### config.mk
export PLATFORM = sky130hd
export DESIGN_NAME = fetchStage3
export DESIGN_NICKNAME = d
export VERILOG_FILES = /design/src/fetchPkg.sv /design/src/fetchIfc.sv /design/src/fetchPacketReg.sv /design/src/slotPredecoder.sv /design/src/redirectUnit.sv /design/src/fetchStage3.sv
export SDC_FILE = /design/constraint.sdc
export NUM_CORES = 1
export LEC_CHECK = 0
export BUFFER_PORTS_ARGS = -buffer_cell sky130_fd_sc_hd__clkbuf_2
export CAP_MARGIN = 20
export CORE_ASPECT_RATIO = 0.6
export CORE_UTILIZATION = 36
export DETAILED_ROUTE_END_ITERATION = 7
export PLACE_DENSITY_LB_ADDON = 0.2
export SYNTH_ARGS = -nofsm -noshare
export SYNTH_HDL_FRONTEND = slang
export SYNTH_HIERARCHICAL = 1
export SYNTH_SLANG_ARGS = --single-unit
export TNS_END_PERCENT = 100
### constraint.sdc
create_clock -name clk -period 50.1 [get_ports clk]
set_input_delay 7.515 -clock clk [delete_from_list [all_inputs] [get_ports clk]]
set_output_delay 7.515 -clock clk [all_outputs]
set_load 0.005 [all_outputs]
### src/fetchPkg.sv
package fetchPkg;

    typedef logic [31:0] word_t;    // address or data word
    typedef logic [31:0] inst_t;
    typedef logic [1:0]  bim_t;     // bimodal counter

    // delay-slot handling assumes exactly two slots
    localparam int FetchWidth = 2;

    // primary opcodes, inst[31:26]
    localparam logic [5:0] OpSpecial = 6'b000000;
    localparam logic [5:0] OpRegimm  = 6'b000001;
    localparam logic [5:0] OpJ       = 6'b000010;
    localparam logic [5:0] OpJal     = 6'b000011;
    localparam logic [5:0] OpBeq     = 6'b000100;
    localparam logic [5:0] OpBne     = 6'b000101;
    localparam logic [5:0] OpBlez    = 6'b000110;
    localparam logic [5:0] OpBgtz    = 6'b000111;

    // SPECIAL functs, inst[5:0]
    localparam logic [5:0] FunctJr   = 6'b001000;
    localparam logic [5:0] FunctJalr = 6'b001001;

    typedef enum logic {
        waitIdle,
        waitDelaySlot       // slot-1 redirect pending on its delay slot
    } waitState_e;

endpackage

### src/fetchIfc.sv
`timescale 1ns/1ps

interface slotIfc;
    import fetchPkg::*;

    word_t pc;
    inst_t inst;
    logic  valid;
    logic  nlpValid;    // next-line predictor hit
    logic  nlpTaken;
    word_t nlpTarget;
    bim_t  nlpBim;
    logic  bpdValid;    // direction predictor hit
    logic  bpdTaken;

    modport src (
        output pc, inst, valid,
        output nlpValid, nlpTaken, nlpTarget, nlpBim,
        output bpdValid, bpdTaken
    );

    modport dst (
        input pc, inst, valid,
        input nlpValid, nlpTaken, nlpTarget, nlpBim,
        input bpdValid, bpdTaken
    );
endinterface

interface decodeIfc;
    import fetchPkg::*;

    logic  valid;
    word_t pc;
    logic  isJ;
    logic  isBr;
    logic  isJr;
    logic  predTaken;
    word_t predAddr;
    logic  nlpValid;
    logic  nlpTaken;    // already masked by nlpValid
    bim_t  nlpBim;
    logic  bpdValid;    // selects the slot for nlp training

    modport src (
        output valid, pc, isJ, isBr, isJr, predTaken, predAddr,
        output nlpValid, nlpTaken, nlpBim, bpdValid
    );

    modport dst (
        input valid, pc, isJ, isBr, isJr, predTaken, predAddr,
        input nlpValid, nlpTaken, nlpBim, bpdValid
    );
endinterface

### src/fetchPacketReg.sv
`timescale 1ns/1ps

module fetchPacketReg (
    input  logic                                          clk,
    input  logic                                          rst,
    input  logic                                          flush,
    input  logic                                          fetchValid,
    input  fetchPkg::word_t                               fetchPc,
    input  fetchPkg::inst_t [fetchPkg::FetchWidth-1:0]    instWord,
    input  logic            [fetchPkg::FetchWidth-1:0]    nlpValid,
    input  logic            [fetchPkg::FetchWidth-1:0]    nlpTaken,
    input  fetchPkg::word_t [fetchPkg::FetchWidth-1:0]    nlpTarget,
    input  fetchPkg::bim_t  [fetchPkg::FetchWidth-1:0]    nlpBim,
    input  logic            [fetchPkg::FetchWidth-1:0]    bpdValid,
    input  logic            [fetchPkg::FetchWidth-1:0]    bpdTaken,
    slotIfc.src                                           slots [fetchPkg::FetchWidth]
);
    import fetchPkg::*;

    for (genvar k = 0; k < FetchWidth; k++) begin : genSlot
        always_ff @(posedge clk) begin
            if (rst || flush) begin
                slots[k].valid    <= 1'b0;
                slots[k].nlpValid <= 1'b0;  // keeps predictor flags known
                slots[k].bpdValid <= 1'b0;
            end else begin
                slots[k].valid <= fetchValid;   // idle cycle leaves both slots invalid
                if (fetchValid) begin
                    slots[k].nlpValid <= nlpValid[k];
                    slots[k].bpdValid <= bpdValid[k];
                end
            end
        end

        // payload, loaded only with a new packet
        always_ff @(posedge clk) begin
            if (fetchValid && !rst && !flush) begin
                slots[k].pc        <= fetchPc + word_t'(4 * k);
                slots[k].inst      <= instWord[k];
                slots[k].nlpTaken  <= nlpTaken[k];
                slots[k].nlpTarget <= nlpTarget[k];
                slots[k].nlpBim    <= nlpBim[k];
                slots[k].bpdTaken  <= bpdTaken[k];
            end
        end
    end

endmodule

### src/slotPredecoder.sv
`timescale 1ns/1ps

module slotPredecoder (
    slotIfc.dst   slot,
    decodeIfc.src dec
);
    import fetchPkg::*;

    logic [5:0] opcode;
    logic [5:0] funct;
    word_t      pcPlus4;
    word_t      jTarget;
    word_t      brTarget;
    logic       isJ;
    logic       isBr;
    logic       isJr;
    logic       predTaken;
    word_t      predAddr;

    assign opcode  = slot.inst[31:26];
    assign funct   = slot.inst[5:0];
    assign pcPlus4 = slot.pc + 32'd4;

    // J-format target lives in the 256 MB region of the delay slot
    assign jTarget  = {pcPlus4[31:28], slot.inst[25:0], 2'b00};
    assign brTarget = pcPlus4 + {{14{slot.inst[15]}}, slot.inst[15:0], 2'b00};

    always_comb begin
        isJ  = 1'b0;
        isBr = 1'b0;
        isJr = 1'b0;
        case (opcode)
            OpJ, OpJal: begin
                isJ = 1'b1;
            end
            OpSpecial: begin
                if (funct == FunctJr || funct == FunctJalr) begin
                    isJ  = 1'b1;
                    isJr = 1'b1;    // target only known from the nlp
                end
            end
            OpBeq, OpBne, OpBlez, OpBgtz, OpRegimm: begin
                isBr = 1'b1;
            end
            default: begin
            end
        endcase
    end

    always_comb begin
        if (isJr) begin
            predAddr = slot.nlpTarget;
        end else if (isJ) begin
            predAddr = jTarget;
        end else if (isBr) begin
            predAddr = brTarget;
        end else begin
            predAddr = pcPlus4 + 32'd4;     // fall through
        end
    end

    always_comb begin
        if (!slot.valid) begin
            predTaken = 1'b0;
        end else if (isJ && !(isJr && !slot.nlpValid)) begin
            predTaken = 1'b1;               // unconditional
        end else if (!isBr) begin
            predTaken = 1'b0;
        end else if (slot.bpdValid) begin
            predTaken = slot.bpdTaken;
        end else if (slot.nlpValid) begin
            predTaken = slot.nlpTaken;
        end else begin
            predTaken = 1'b0;               // both miss
        end
    end

    assign dec.valid     = slot.valid;
    assign dec.pc        = slot.pc;
    assign dec.isJ       = isJ;
    assign dec.isBr      = isBr;
    assign dec.isJr      = isJr;
    assign dec.predTaken = predTaken;
    assign dec.predAddr  = predAddr;
    assign dec.nlpValid  = slot.nlpValid;
    assign dec.nlpTaken  = slot.nlpValid && slot.nlpTaken;    // drop stale taken bits
    assign dec.nlpBim    = slot.nlpBim;
    assign dec.bpdValid  = slot.bpdValid;

endmodule

### src/redirectUnit.sv
`timescale 1ns/1ps

module redirectUnit #(
    parameter fetchPkg::bim_t BimInit = 2'b01
) (
    input  logic                                          clk,
    input  logic                                          rst,
    input  logic                                          flush,
    decodeIfc.dst                                         dec [fetchPkg::FetchWidth],
    output logic            [fetchPkg::FetchWidth-1:0]    outValid,
    output fetchPkg::word_t [fetchPkg::FetchWidth-1:0]    outPc,
    output logic            [fetchPkg::FetchWidth-1:0]    outIsJ,
    output logic            [fetchPkg::FetchWidth-1:0]    outIsBr,
    output logic            [fetchPkg::FetchWidth-1:0]    outPredTaken,
    output fetchPkg::word_t [fetchPkg::FetchWidth-1:0]    outPredAddr,
    output logic                                          redirect,
    output fetchPkg::word_t                               redirectPc,
    output logic                                          flushReq,
    output logic                                          nlpUpdValid,
    output fetchPkg::word_t                               nlpUpdPc,
    output fetchPkg::word_t                               nlpUpdTarget,
    output fetchPkg::bim_t                                nlpUpdBim,
    output logic                                          nlpUpdTake
);
    import fetchPkg::*;

    logic [FetchWidth-1:0] valid;
    logic [FetchWidth-1:0] isJ;
    logic [FetchWidth-1:0] isBr;
    logic [FetchWidth-1:0] isJr;
    logic [FetchWidth-1:0] predTaken;
    logic [FetchWidth-1:0] nlpValid;
    logic [FetchWidth-1:0] nlpTaken;
    logic [FetchWidth-1:0] bpdValid;
    logic [FetchWidth-1:0] mismatch;
    logic [FetchWidth-1:0] updOk;
    word_t                 pc [FetchWidth];
    word_t                 predAddr [FetchWidth];
    word_t                 fixTarget [FetchWidth];
    bim_t                  nlpBim [FetchWidth];
    waitState_e            state;
    waitState_e            stateNext;
    word_t                 savedTarget;
    logic                  kill;

    for (genvar k = 0; k < FetchWidth; k++) begin : genSlot
        assign valid[k]     = dec[k].valid;
        assign pc[k]        = dec[k].pc;
        assign isJ[k]       = dec[k].isJ;
        assign isBr[k]      = dec[k].isBr;
        assign isJr[k]      = dec[k].isJr;
        assign predTaken[k] = dec[k].predTaken;
        assign predAddr[k]  = dec[k].predAddr;
        assign nlpValid[k]  = dec[k].nlpValid;
        assign nlpTaken[k]  = dec[k].nlpTaken;
        assign nlpBim[k]    = dec[k].nlpBim;
        assign bpdValid[k]  = dec[k].bpdValid;

        // final prediction disagrees with where the nlp steered fetch
        assign mismatch[k]  = valid[k] && (predTaken[k] != nlpTaken[k]);
        assign fixTarget[k] = predTaken[k] ? predAddr[k] : pc[k] + 32'd8;
        assign updOk[k]     = bpdValid[k] || (isJ[k] && !(isJr[k] && !nlpValid[k]));

        assign outPc[k]        = pc[k];
        assign outIsJ[k]       = isJ[k];
        assign outIsBr[k]      = isBr[k];
        assign outPredTaken[k] = predTaken[k];
        assign outPredAddr[k]  = predAddr[k];
    end

    assign kill = rst || flush;

    always_comb begin
        stateNext  = state;
        redirect   = 1'b0;
        redirectPc = '0;
        outValid   = valid;
        if (kill) begin
            stateNext = waitIdle;
            outValid  = '0;
        end else if (state == waitDelaySlot) begin
            outValid[1] = 1'b0;             // beyond the delay slot, wrong path
            if (valid[0]) begin
                redirect   = 1'b1;
                redirectPc = savedTarget;
                stateNext  = waitIdle;
            end
        end else if (mismatch[0]) begin
            redirect   = 1'b1;              // slot 1 is its delay slot, already here
            redirectPc = fixTarget[0];
        end else if (mismatch[1]) begin
            if (isJ[1] || isBr[1]) begin
                stateNext = waitDelaySlot;
            end else begin
                redirect   = 1'b1;          // nlp hit on a non-control inst
                redirectPc = pc[1] + 32'd4;
            end
        end
    end

    assign flushReq = redirect;

    always_ff @(posedge clk) begin
        if (kill) begin
            state <= waitIdle;
        end else begin
            state <= stateNext;
        end
    end

    always_ff @(posedge clk) begin
        if (state == waitIdle && stateNext == waitDelaySlot) begin
            savedTarget <= fixTarget[1];
        end
    end

    // one training update, lowest valid slot wins
    always_comb begin
        nlpUpdValid  = 1'b0;
        nlpUpdPc     = '0;
        nlpUpdTarget = '0;
        nlpUpdBim    = '0;
        nlpUpdTake   = 1'b0;
        for (int k = FetchWidth - 1; k >= 0; k--) begin
            if (outValid[k] && updOk[k]) begin
                nlpUpdValid  = 1'b1;
                nlpUpdPc     = pc[k];
                nlpUpdTarget = predAddr[k];
                nlpUpdBim    = nlpValid[k] ? nlpBim[k] : BimInit;
                nlpUpdTake   = predTaken[k];
            end
        end
    end

endmodule

### src/fetchStage3.sv
`timescale 1ns/1ps

module fetchStage3 #(
    parameter fetchPkg::bim_t BimInit = 2'b01
) (
    input  logic                                          clk,
    input  logic                                          rst,
    input  logic                                          flush,
    input  logic                                          fetchValid,
    input  fetchPkg::word_t                               fetchPc,
    input  fetchPkg::inst_t [fetchPkg::FetchWidth-1:0]    instWord,
    input  logic            [fetchPkg::FetchWidth-1:0]    nlpValid,
    input  logic            [fetchPkg::FetchWidth-1:0]    nlpTaken,
    input  fetchPkg::word_t [fetchPkg::FetchWidth-1:0]    nlpTarget,
    input  fetchPkg::bim_t  [fetchPkg::FetchWidth-1:0]    nlpBim,
    input  logic            [fetchPkg::FetchWidth-1:0]    bpdValid,
    input  logic            [fetchPkg::FetchWidth-1:0]    bpdTaken,
    output logic            [fetchPkg::FetchWidth-1:0]    outValid,
    output fetchPkg::word_t [fetchPkg::FetchWidth-1:0]    outPc,
    output logic            [fetchPkg::FetchWidth-1:0]    outIsJ,
    output logic            [fetchPkg::FetchWidth-1:0]    outIsBr,
    output logic            [fetchPkg::FetchWidth-1:0]    outPredTaken,
    output fetchPkg::word_t [fetchPkg::FetchWidth-1:0]    outPredAddr,
    output logic                                          redirect,
    output fetchPkg::word_t                               redirectPc,
    output logic                                          flushReq,
    output logic                                          nlpUpdValid,
    output fetchPkg::word_t                               nlpUpdPc,
    output fetchPkg::word_t                               nlpUpdTarget,
    output fetchPkg::bim_t                                nlpUpdBim,
    output logic                                          nlpUpdTake
);
    import fetchPkg::*;

    slotIfc   slots [FetchWidth] ();
    decodeIfc decs  [FetchWidth] ();

    fetchPacketReg uPacketReg (
        .clk        (clk),
        .rst        (rst),
        .flush      (flush),
        .fetchValid (fetchValid),
        .fetchPc    (fetchPc),
        .instWord   (instWord),
        .nlpValid   (nlpValid),
        .nlpTaken   (nlpTaken),
        .nlpTarget  (nlpTarget),
        .nlpBim     (nlpBim),
        .bpdValid   (bpdValid),
        .bpdTaken   (bpdTaken),
        .slots      (slots)
    );

    for (genvar k = 0; k < FetchWidth; k++) begin : genPredecode
        slotPredecoder uPredecoder (
            .slot (slots[k]),
            .dec  (decs[k])
        );
    end

    redirectUnit #(
        .BimInit (BimInit)
    ) uRedirect (
        .clk          (clk),
        .rst          (rst),
        .flush        (flush),
        .dec          (decs),
        .outValid     (outValid),
        .outPc        (outPc),
        .outIsJ       (outIsJ),
        .outIsBr      (outIsBr),
        .outPredTaken (outPredTaken),
        .outPredAddr  (outPredAddr),
        .redirect     (redirect),
        .redirectPc   (redirectPc),
        .flushReq     (flushReq),
        .nlpUpdValid  (nlpUpdValid),
        .nlpUpdPc     (nlpUpdPc),
        .nlpUpdTarget (nlpUpdTarget),
        .nlpUpdBim    (nlpUpdBim),
        .nlpUpdTake   (nlpUpdTake)
    );

endmodule

== Word-level counts from Yosys, hierarchy flattened ==
Cells that the tools add are included.
Word-level totals
  register bits after elaboration: 238
  input port bits: 176
  output and inout bits: 238
  logic and storage cells: 139
Operators by class
  add/sub/neg operators: 9
  equality and inequality tests: 20
  mux-type cells: 59
  bitwise logic cells: 1
  reduce and logical (&&, ||, !) cells: 31
Operator list (number)
  2-to-1 mux 32 bit: 18
  adder 32 x 3 -> 32 bit, second input constant: 5
  adder 32 bit: 2
  adder 32 x 4 -> 32 bit, second input constant: 2
  equality test 6 x 3 -> 1 bit, second input constant: 8
  2-to-1 mux 1 bit: 35
  equality test 6 x 2 -> 1 bit, second input constant: 4
  equality test 6 x 4 -> 1 bit, second input constant: 4
  logical AND 1 bit: 13
  equality test 6 x 1 -> 1 bit, second input constant: 2
  logical NOT 6 bit: 2
  OR reduction 5 bit: 2
  2-to-1 mux 2 bit: 4
  logical NOT 1 bit: 6
  logical OR 1 bit: 6
  one-hot mux 1 bit (2 select lines): 2
  OR reduction 2 bit: 2
  inequality test 1 bit: 2
  NOT 1 bit: 1

== Logic depth before layout (Yosys ltp) ==
Gate-level depths: netlist (run 1).
  word-level depth: 16
  mapped depth: 20
  gate-level depth less buffers: 20

== Modules after synthesis ==
The synthesis (run 1) kept the hierarchy.
Modules (own cells, without submodules)
  fetchPacketReg: times used 1, cells each 308, area an instance 6727.7 µm², seq. area each 6045.8 µm²
  redirectUnit: times used 1, cells each 786, area an instance 5831.8 µm², seq. area each 980.9 µm²
  slotPredecoder at genPredecode[0].uPredecoder: times used 1, cells each 465, area an instance 3248.1 µm², seq. area each 0.0 µm²
  slotPredecoder at genPredecode[1].uPredecoder: times used 1, cells each 462, area an instance 3049.2 µm², seq. area each 0.0 µm²

== Worst setup path after synthesis (run 1) ==
No wires, ideal clock.
  kind: input-to-reg
  from: input fetchValid
  to: register uPacketReg.slots[0].bpdTaken, enable pin
  setup time: 1043 ps
  arrival time: 22076 ps
  required time: 49057 ps
  path slack: 26981 ps
  cell stages on the path: 2
  path buffers: 1
  path through: clkbuf_1 -> nor3b_1
Between the ends
  cells in the longest elaborated chain, start to end: 2
RTL lines
  start, declared: line fetchStage3.sv:9  | input logic fetchValid,
  logical AND 1 bit (2 in series): line fetchPacketReg.sv:37  | if (fetchValid && !rst && !flush) begin
  end, declared: line fetchIfc.sv:19  | output bpdValid, bpdTaken
No other way between the ends.
A chain may end at the register's enable or synchronous reset.

== Worst setup path after layout (run 1) ==
  from: input flush
  to: output nlpUpdTarget[8]
Between the ends
  cells in the longest elaborated chain, start to end: 5
  elaborated cells between the ends (all ways): 7
  classes of those cells: mux: 4; reduce/logical: 3
RTL lines
  start, declared: line fetchStage3.sv:8  | input logic flush,
  logical OR 1 bit (*): line redirectUnit.sv:71  | assign kill = rst || flush;
  2-to-1 mux 1 bit: line redirectUnit.sv:78  | if (kill) begin
  logical AND 1 bit: line redirectUnit.sv:125  | if (outValid[k] && updOk[k]) begin
  2-to-1 mux 32 bit: line redirectUnit.sv:125
  2-to-1 mux 32 bit (*): line redirectUnit.sv:125
  end, declared: line fetchStage3.sv:29  | output fetchPkg::word_t nlpUpdTarget,
Every way passes the cells marked *; elsewhere a longest branch is shown, timed or not.

==> metrics, run 1 <==
drt first pass iters=5; vias per cell=5.74; vias post-DR=16700; register area=7030 sq um; setup repair after global routing missed its margin=false; Relative slew margins=26.2%; worst reg2reg endpoint=uRedirect/savedTarget[26]$_DFFE_PP_; Worst Hold End=uPacketReg/slots[0].bpdValid$_SDFFE_PP0P_; Core Footprint=51300 sq um; global routing usage summed across all routing layers=27.4%; number of standard cells after synthesis=2021; cts-stage hold buffer count=0; post-synth cell types=98; number of flops mapped to enable cells by yosys=230; Synth warnings=6; kind of end point of the critical path=primary output; area of placed instances=20100 sq um; Critical Path RT=42.59 ns; dominant register cell in the synthesized netlist=sky130_fd_sc_hd__edfxtp_1; n_diodes=0; HP Start=uPacketReg/slots[0].bpdValid$_SDFFE_PP0P_; simple-gate share of the synthesized area=18.6%; number of buffers on the longest clock path=3; Routed WL=75700 um; complex-gate fraction of the synthesized area=18.3%; multiplexer share of the synthesized area=1.11%; Multi-input gate area=9740 sq um; dominant combinational cell family by area after synthesis=simple AND/OR/NAND/NOR gates; FF-to-FF path depth=20; port bufs=413; highest clock frequency the design can meet=56.4 MHz; fraction of power spent switching nets=28.8%; count of endpoints failing hold in the final timing report=0; Setup Skew=0.0237 ns; number of clock sinks=236; per-instance average area after synthesis=9.33 sq um; number of cells upsized or downsized after cts=0; I/O pin count=414; horizontal die dimension=297 um; Pint=0.000358 W; Clk Latency, worst-skew pair=0.58 ns; share of total power in the clock network=37.8%; total power divided by cell area=24.0 nW/um^2; transition at the pin with the smallest max-transition slack=1.10 ns; Die Ht=179 um; global-route wire length before repair=107000 um; largest driver fanout on the critical path=37; beginning of the worst register-to-register path=uPacketReg/slots[1].pc[2]$_DFFE_PP_; # Post-CTS Setup Buffers=0; initial cell density of the core=36.7%; share of final-layout standard cells stronger than drive strength 1=25.3%; area grow syn2layout=11.1%; sequential fraction of the synthesis area=37.3%; HPWL after detailed placement=59800 um; flip-flop and latch count after synthesis=236; number of remaining DRC errors=0; Initial DRC Count=1750; commonest non-fill, non-tap cell in the layout=sky130_fd_sc_hd__clkbuf_2; crit path kind=input pin to primary output; TritonCTS clock tree=done; switching power total=0.000145 W; Overflow after GRT=0; sequential share of power=47.2%; post-synthesis xor/xnor area fraction=8.92%; synthesized netlist net count=2263; maximum vdd drop=0.0000234 V; shortest clock period the worst path allows after layout=17.72 ns; Worst-path clk slew=0.06 ns; clock root buffer=sky130_fd_sc_hd__clkbuf_16; number of cells on the worst hold path=2; result of the run=completed; Layout Cell Area excl Fill=20900 sq um; MaxCap Viol Count=0; asr flop ratio synth=0%; Avg WL per Cell=26.0 um; worst slack after detailed placement=32.44 ns; depth of the CTS H-tree=1; total standard cell area after synthesis=18900 sq um; number of filler instances in the final layout=5235; remaining antenna violation count=0; final estimated routing congestion in global placement=0.977; final critical-path share of the clock period=35.4%; area share of fa/ha/maj cells after synthesis=4.46%; Worst EP arrival=10.21 ns; Total Nets Final=2437; cell row count=64; total negative slack=0 ns; type of the worst min-delay path=register to register; antenna violations before repair=0; Design Power=0.000503 W; pins over their slew limit=0; Total Die Area=53300 sq um; kind of start point of the critical path=input pin; # setup viols final=0; worst path setup slack after routing=32.38 ns; number of clock buffers inserted by TritonCTS=27; reg-to-reg slack, setup=44.15 ns; via count of the first global-routing pass=15400; pin count of the biggest net entering global routing=71; static leakage power=8.22 nW; top library cells by usage in the layout, fill and taps aside=sky130_fd_sc_hd__clkbuf_2 (413), sky130_fd_sc_hd__edfxtp_1 (230), sky130_fd_sc_hd__nand2_1 (195); logic gate share of total power=15.0%
==> cell families (layout without fill, tap and decap cells) <==
logic type | count (synthesis) | in the layout
buffers and inverters | 347 | 538
multiplexers | 20 | 20
AO/OA/AOI/OAI | 493 | 493
XOR/XNOR | 192 | 192
flip-flops | 236 | 236
adder cells (fa/ha/maj) | 66 | 66
AND/OR/NAND/NOR | 667 | 667
==> final cells by class <==
class / count / area share, %
Clock buffer: 30 / 3.28
Clock inverter: 16 / 0.549
Multi-Input combinational cell: 1438 / 46.5
Sequential cell: 236 / 33.5
Tap cell: 693 / 4.14
Inverter: 41 / 0.747
Timing Repair Buffer: 451 / 11.2
==> power groups by stage <==
stage / clock (W) / sequential (W) / combinational, W
2_1_floorplan: 0 / 0.000236 / 0.0000559
3_3_place_gp: 0 / 0.000242 / 0.0000745
3_5_place_dp: 0 / 0.000242 / 0.0000744
4_1_cts: 0.000196 / 0.000238 / 0.0000749
5_1_grt: 0.000202 / 0.000238 / 0.0000814
6_report: 0.000190 / 0.000238 / 0.0000752
==> critical path: stages <==
cell	delay (ns)
sky130_fd_sc_hd__clkbuf_2	0.18
sky130_fd_sc_hd__nor3_1	0.21
sky130_fd_sc_hd__buf_4	0.22
sky130_fd_sc_hd__and2_1	0.17
sky130_fd_sc_hd__o21ai_0	0.24
sky130_fd_sc_hd__nor2_4	0.65
sky130_fd_sc_hd__buf_4	0.54
sky130_fd_sc_hd__a22o_1	0.24
sky130_fd_sc_hd__clkbuf_2	0.12
==> per-stage QoR <==
step                      instances  utilization (%)  hold WS, ns
final                          2905             40.8        0.572
after global routing           2905             40.8        0.603
after CTS                      2902             40.8        0.563
after detailed placement       2856             39.2        0.544
after global placement         2856             39.2        0.561
after floorplan                2021                -        0.511
==> synthesized netlist by cell type (10+ instances only) <==
| cell type | count | share of area [%] |
|---|---|---|
| sky130_fd_sc_hd__buf_4 | 216 | 8.6 |
| sky130_fd_sc_hd__a22oi_1 | 20 | 0.80 |
| sky130_fd_sc_hd__and3_1 | 28 | 0.93 |
| sky130_fd_sc_hd__ha_1 | 64 | 4.2 |
| sky130_fd_sc_hd__and2_1 | 44 | 1.5 |
| sky130_fd_sc_hd__nand2_1 | 195 | 3.9 |
| sky130_fd_sc_hd__o21ai_1 | 12 | 0.32 |
| sky130_fd_sc_hd__clkbuf_1 | 66 | 1.3 |
| sky130_fd_sc_hd__mux2i_1 | 12 | 0.64 |
| sky130_fd_sc_hd__a31oi_1 | 25 | 0.83 |
| sky130_fd_sc_hd__and4_1 | 13 | 0.60 |
| sky130_fd_sc_hd__buf_2 | 12 | 0.32 |
| sky130_fd_sc_hd__o21ai_0 | 89 | 2.4 |
| sky130_fd_sc_hd__a21oi_1 | 102 | 2.7 |
| sky130_fd_sc_hd__nor3_1 | 44 | 1.2 |
| sky130_fd_sc_hd__inv_1 | 38 | 0.76 |
| sky130_fd_sc_hd__buf_1 | 11 | 0.22 |
| sky130_fd_sc_hd__a21o_1 | 31 | 1.2 |
| sky130_fd_sc_hd__or3_1 | 11 | 0.36 |
| sky130_fd_sc_hd__o21a_1 | 10 | 0.40 |
| sky130_fd_sc_hd__nand3_1 | 71 | 1.9 |
| sky130_fd_sc_hd__nand4_1 | 53 | 1.8 |
| sky130_fd_sc_hd__edfxtp_1 | 230 | 37 |
| sky130_fd_sc_hd__xnor2_1 | 111 | 5.2 |
| sky130_fd_sc_hd__o31ai_1 | 13 | 0.52 |
| sky130_fd_sc_hd__nand2b_1 | 12 | 0.40 |
| sky130_fd_sc_hd__o211ai_1 | 20 | 0.80 |
| sky130_fd_sc_hd__nor4_1 | 24 | 0.80 |
| sky130_fd_sc_hd__o22ai_1 | 10 | 0.33 |
| sky130_fd_sc_hd__xor2_1 | 81 | 3.8 |
| sky130_fd_sc_hd__a22o_1 | 68 | 3.2 |
| sky130_fd_sc_hd__nor2_1 | 113 | 2.2 |
==> worst max-delay path by stage <==
stage,start,endpoint,cells after the start
floorplan,fetchValid,uPacketReg/slots[0].bpdTaken$_DFFE_PP_,2
global placement,flush,nlpUpdTarget[10],9
finish,flush,nlpUpdTarget[8],9
detailed placement,flush,nlpUpdTarget[8],9
CTS,flush,nlpUpdTarget[8],9
global route,flush,nlpUpdTarget[8],9
==> sequential cells by signal (all words and copies together), names as in the netlist, 2 cells and up <==
signal / count
uPacketReg/slots.nlpBim: 4
uPacketReg/slots.bpdValid: 2
uPacketReg/slots.inst: 64
uPacketReg/slots.nlpTaken: 2
uPacketReg/slots.nlpTarget: 64
uRedirect/savedTarget: 32
uPacketReg/slots.bpdTaken: 2
uPacketReg/slots.pc: 62
uPacketReg/slots.nlpValid: 2
==> metal layers <==
metal	track usage (%)	wire length [um]	part of all wire, %
met1	40.0	35200	47
met2	40.4	31700	42
met3	6.13	6840	9.0
met4	7.37	1960	2.6
met5	0	0	0
Note: power is estimated with default switching activity, not from simulation.
==> inputs of run 2 (changes only) <==
==> constraint.sdc (replaced) <==
create_clock -name clk -period 15.6 [get_ports clk]
set_input_delay 2.34 -clock clk [delete_from_list [all_inputs] [get_ports clk]]
set_output_delay 2.34 -clock clk [all_outputs]
set_load 0.005 [all_outputs]
==> run 2 against run 1 <==
  * Routed wire length rose by 1.9%
  * Worst hold slack worse by 0.014 ns
  * Total power increased to 3.3 times the previous value
  * Non-clock buffer count did not move
  * Sequential share of layout area decreased by 0.12 points
  * Clock power rose to 3.4 times the previous value
  * Via count increased by 1.5%
  * Clock skew increased by 0.0090 ns
  * Die area unchanged
  * Clock-buffer cell count is 2 higher
  * Largest cell class unchanged
  * Highest routed layer unchanged
==> metrics, run 2 (synthesis results as in run 1) <==
area grow syn2layout=11.5%; number of remaining DRC errors=0 (unchanged); Core Footprint=51300 sq um (unchanged); result of the run=completed; type of the worst min-delay path=register to register; highest clock frequency the design can meet=114 MHz; number of cells upsized or downsized after cts=0 (unchanged); commonest non-fill, non-tap cell in the layout=sky130_fd_sc_hd__clkbuf_2; vias post-DR=16900 (+1.5%); Routed WL=77100 um (+1.9%); reg-to-reg slack, setup=9.84 ns (-34.31 ns); vias per cell=5.82 (+1.4%); static leakage power=8.25 nW (+0.41%); cell type of the slowest stage on the worst timing path=sky130_fd_sc_hd__edfxtp_1; maximum vdd drop=0.0000729 V (+210%); remaining antenna violation count=0 (unchanged); Design Power=0.00165 W (+230%); transition at the pin with the smallest max-transition slack=1.16 ns (+0.0649 ns); Worst-path clk slew=0.06 ns (about the same); Clk Latency, worst-skew pair=0.60 ns (+0.02 ns); total negative slack=0 ns (unchanged); worst path setup slack after routing=6.84 ns (-25.54 ns); largest driver fanout on the critical path=14 (-62%); number of clock buffers inserted by TritonCTS=28 (+3.7%); horizontal die dimension=297 um (unchanged); # setup viols final=0 (unchanged); final estimated routing congestion in global placement=0.956 (-2.1%); pins over their slew limit=0 (unchanged); cts-stage hold buffer count=0 (unchanged); antenna violations before repair=3 (+3); number of filler instances in the final layout=5261 (+0.50%); slowest cell delay on critical path=0.75 ns (+0.10 ns); initial cell density of the core=36.7% (unchanged); registers with the most flip-flops=uPacketReg/slots.inst: 64 flops, uPacketReg/slots.nlpTarget: 64 flops, uPacketReg/slots.pc: 62 flops; port bufs=413 (unchanged); top library cells by usage in the layout, fill and taps aside=sky130_fd_sc_hd__clkbuf_2 (413), sky130_fd_sc_hd__edfxtp_1 (230), sky130_fd_sc_hd__nand2_1 (195); Total Nets Final=2438 (+0.041%); n_diodes=0 (unchanged); CP startpoint=uPacketReg/slots[1].pc[2]$_DFFE_PP_; MaxCap Viol Count=0 (unchanged); Worst EP arrival=6.42 ns (-3.79 ns); Critical Path RT=13.26 ns (-29.33 ns); global routing usage summed across all routing layers=27.9% (+0.50 points); via count of the first global-routing pass=16000 (+4.0%); Layout Cell Area excl Fill=21000 sq um (+0.35%); global-route wire length before repair=110000 um (+2.8%); minimum hold slack=0.558 ns (-0.0142 ns); Relative slew margins=21.8% (-4.5 points); final critical-path share of the clock period=56.2%; pin count of the biggest net entering global routing=77 (+8.5%); number of clock sinks=236 (unchanged); shortest clock period the worst path allows after layout=8.76 ns; drt first pass iters=5 (unchanged); HPWL after detailed placement=60700 um (+1.5%); Overflow after GRT=0 (unchanged); kind of end point of the critical path=primary output; count of endpoints failing hold in the final timing report=0 (unchanged); # Post-CTS Setup Buffers=0 (unchanged); number of buffers on the longest clock path=3 (unchanged); cell row count=64 (unchanged); depth of the CTS H-tree=1 (unchanged); Avg WL per Cell=26.5 um (+1.7%); worst-path cell chain=ha_1 -> and4_1 -> and4_1 -> nor2b_1 -> nand2_1 -> inv_1 -> nand2_1 -> xnor2_1 -> ha_1 -> nand3_1 -> nor3_1 -> and3_1 -> or4b_1 -> o211ai_1 -> o21a_1 -> nor2_1 -> or3_1 -> a31oi_1 -> a22o_1 -> clkbuf_2; worst slack after detailed placement=7.51 ns (-24.93 ns); clock root buffer=sky130_fd_sc_hd__clkbuf_16; Initial DRC Count=1754 (+0.23%); Total Die Area=53300 sq um (unchanged); HP Start=uPacketReg/slots[1].bpdValid$_SDFFE_PP0P_; share of final-layout standard cells stronger than drive strength 1=25.3% (about the same); kind of start point of the critical path=register; crit path kind=register to primary output; area of placed instances=20100 sq um (about the same); I/O pin count=414 (unchanged); setup repair after global routing missed its margin=false; Setup Skew=0.0327 ns (+0.00903 ns); beginning of the worst register-to-register path=uPacketReg/slots[1].pc[2]$_DFFE_PP_; Die Ht=179 um (unchanged); total power divided by cell area=78.3 nW/um^2 (+230%); TritonCTS clock tree=done
## run 2: area by class of cell
type                            instances  area, sq um  share of cell area [%]
Timing Repair Buffer                  451         2370                    11.3
Tap cell                              693          867                    4.12
Clock buffer                           32          737                    3.51
Sequential cell                       236         7030                    33.4
Inverter                               41          156                   0.744
Clock inverter                         18          123                   0.583
Multi-Input combinational cell       1438         9740                    46.3
## run 2: per-layer routing
layer | up-vias | share of wire [%] | wire (um) | global-route usage [%]
met5 | - | 0 | 0 | 0
met4 | 0 | 2.1 | 1590 | 5.97
met3 | 78 | 8.7 | 6670 | 6.14
met2 | 800 | 43 | 33000 | 41.9
met1 | 8398 | 47 | 35900 | 40.7
li1 | 7657 | - | - | -
## run 2: metrics by stage
| step | instances | util [%] |
|---|---|---|
| 2_1_floorplan | 2021 | - |
| 3_3_place_gp | 2856 | 39.2 |
| 3_5_place_dp | 2856 | 39.2 |
| 4_1_cts | 2906 | 40.9 |
| 5_1_grt | 2909 | 41.0 |
| 6_report | 2909 | 41.0 |
## run 2: worst paths after layout
| path | endpoint | cells past startpoint |
|---|---|---|
| max | nlpUpdTarget[26] | 20 |
| min | uPacketReg/slots[1].bpdValid$_SDFFE_PP0P_ | 2 |
| max reg2reg | uRedirect/savedTarget[26]$_DFFE_PP_ | 20 |
| min reg2reg | uPacketReg/slots[1].bpdValid$_SDFFE_PP0P_ | 2 |
## run 2: critical path, delay by kind of cell, from the launching register on
family | cells | cell delay, ns
adder cells (fa/ha/maj) | 2 | 0.72
buffers and inverters | 2 | 0.23
flip-flops | 1 | 0.75
AND/OR/NAND/NOR | 11 | 2.90
XOR/XNOR | 1 | 0.17
AO/OA/AOI/OAI | 4 | 1.05
## run 2: power by group
part | switching [W] | total, W | internal (W)
Clock | 0.000292 | 0.000645 | 0.000353
Combinational | 0.000148 | 0.000241 | 0.0000926
Sequential | 0.0000350 | 0.000761 | 0.000726
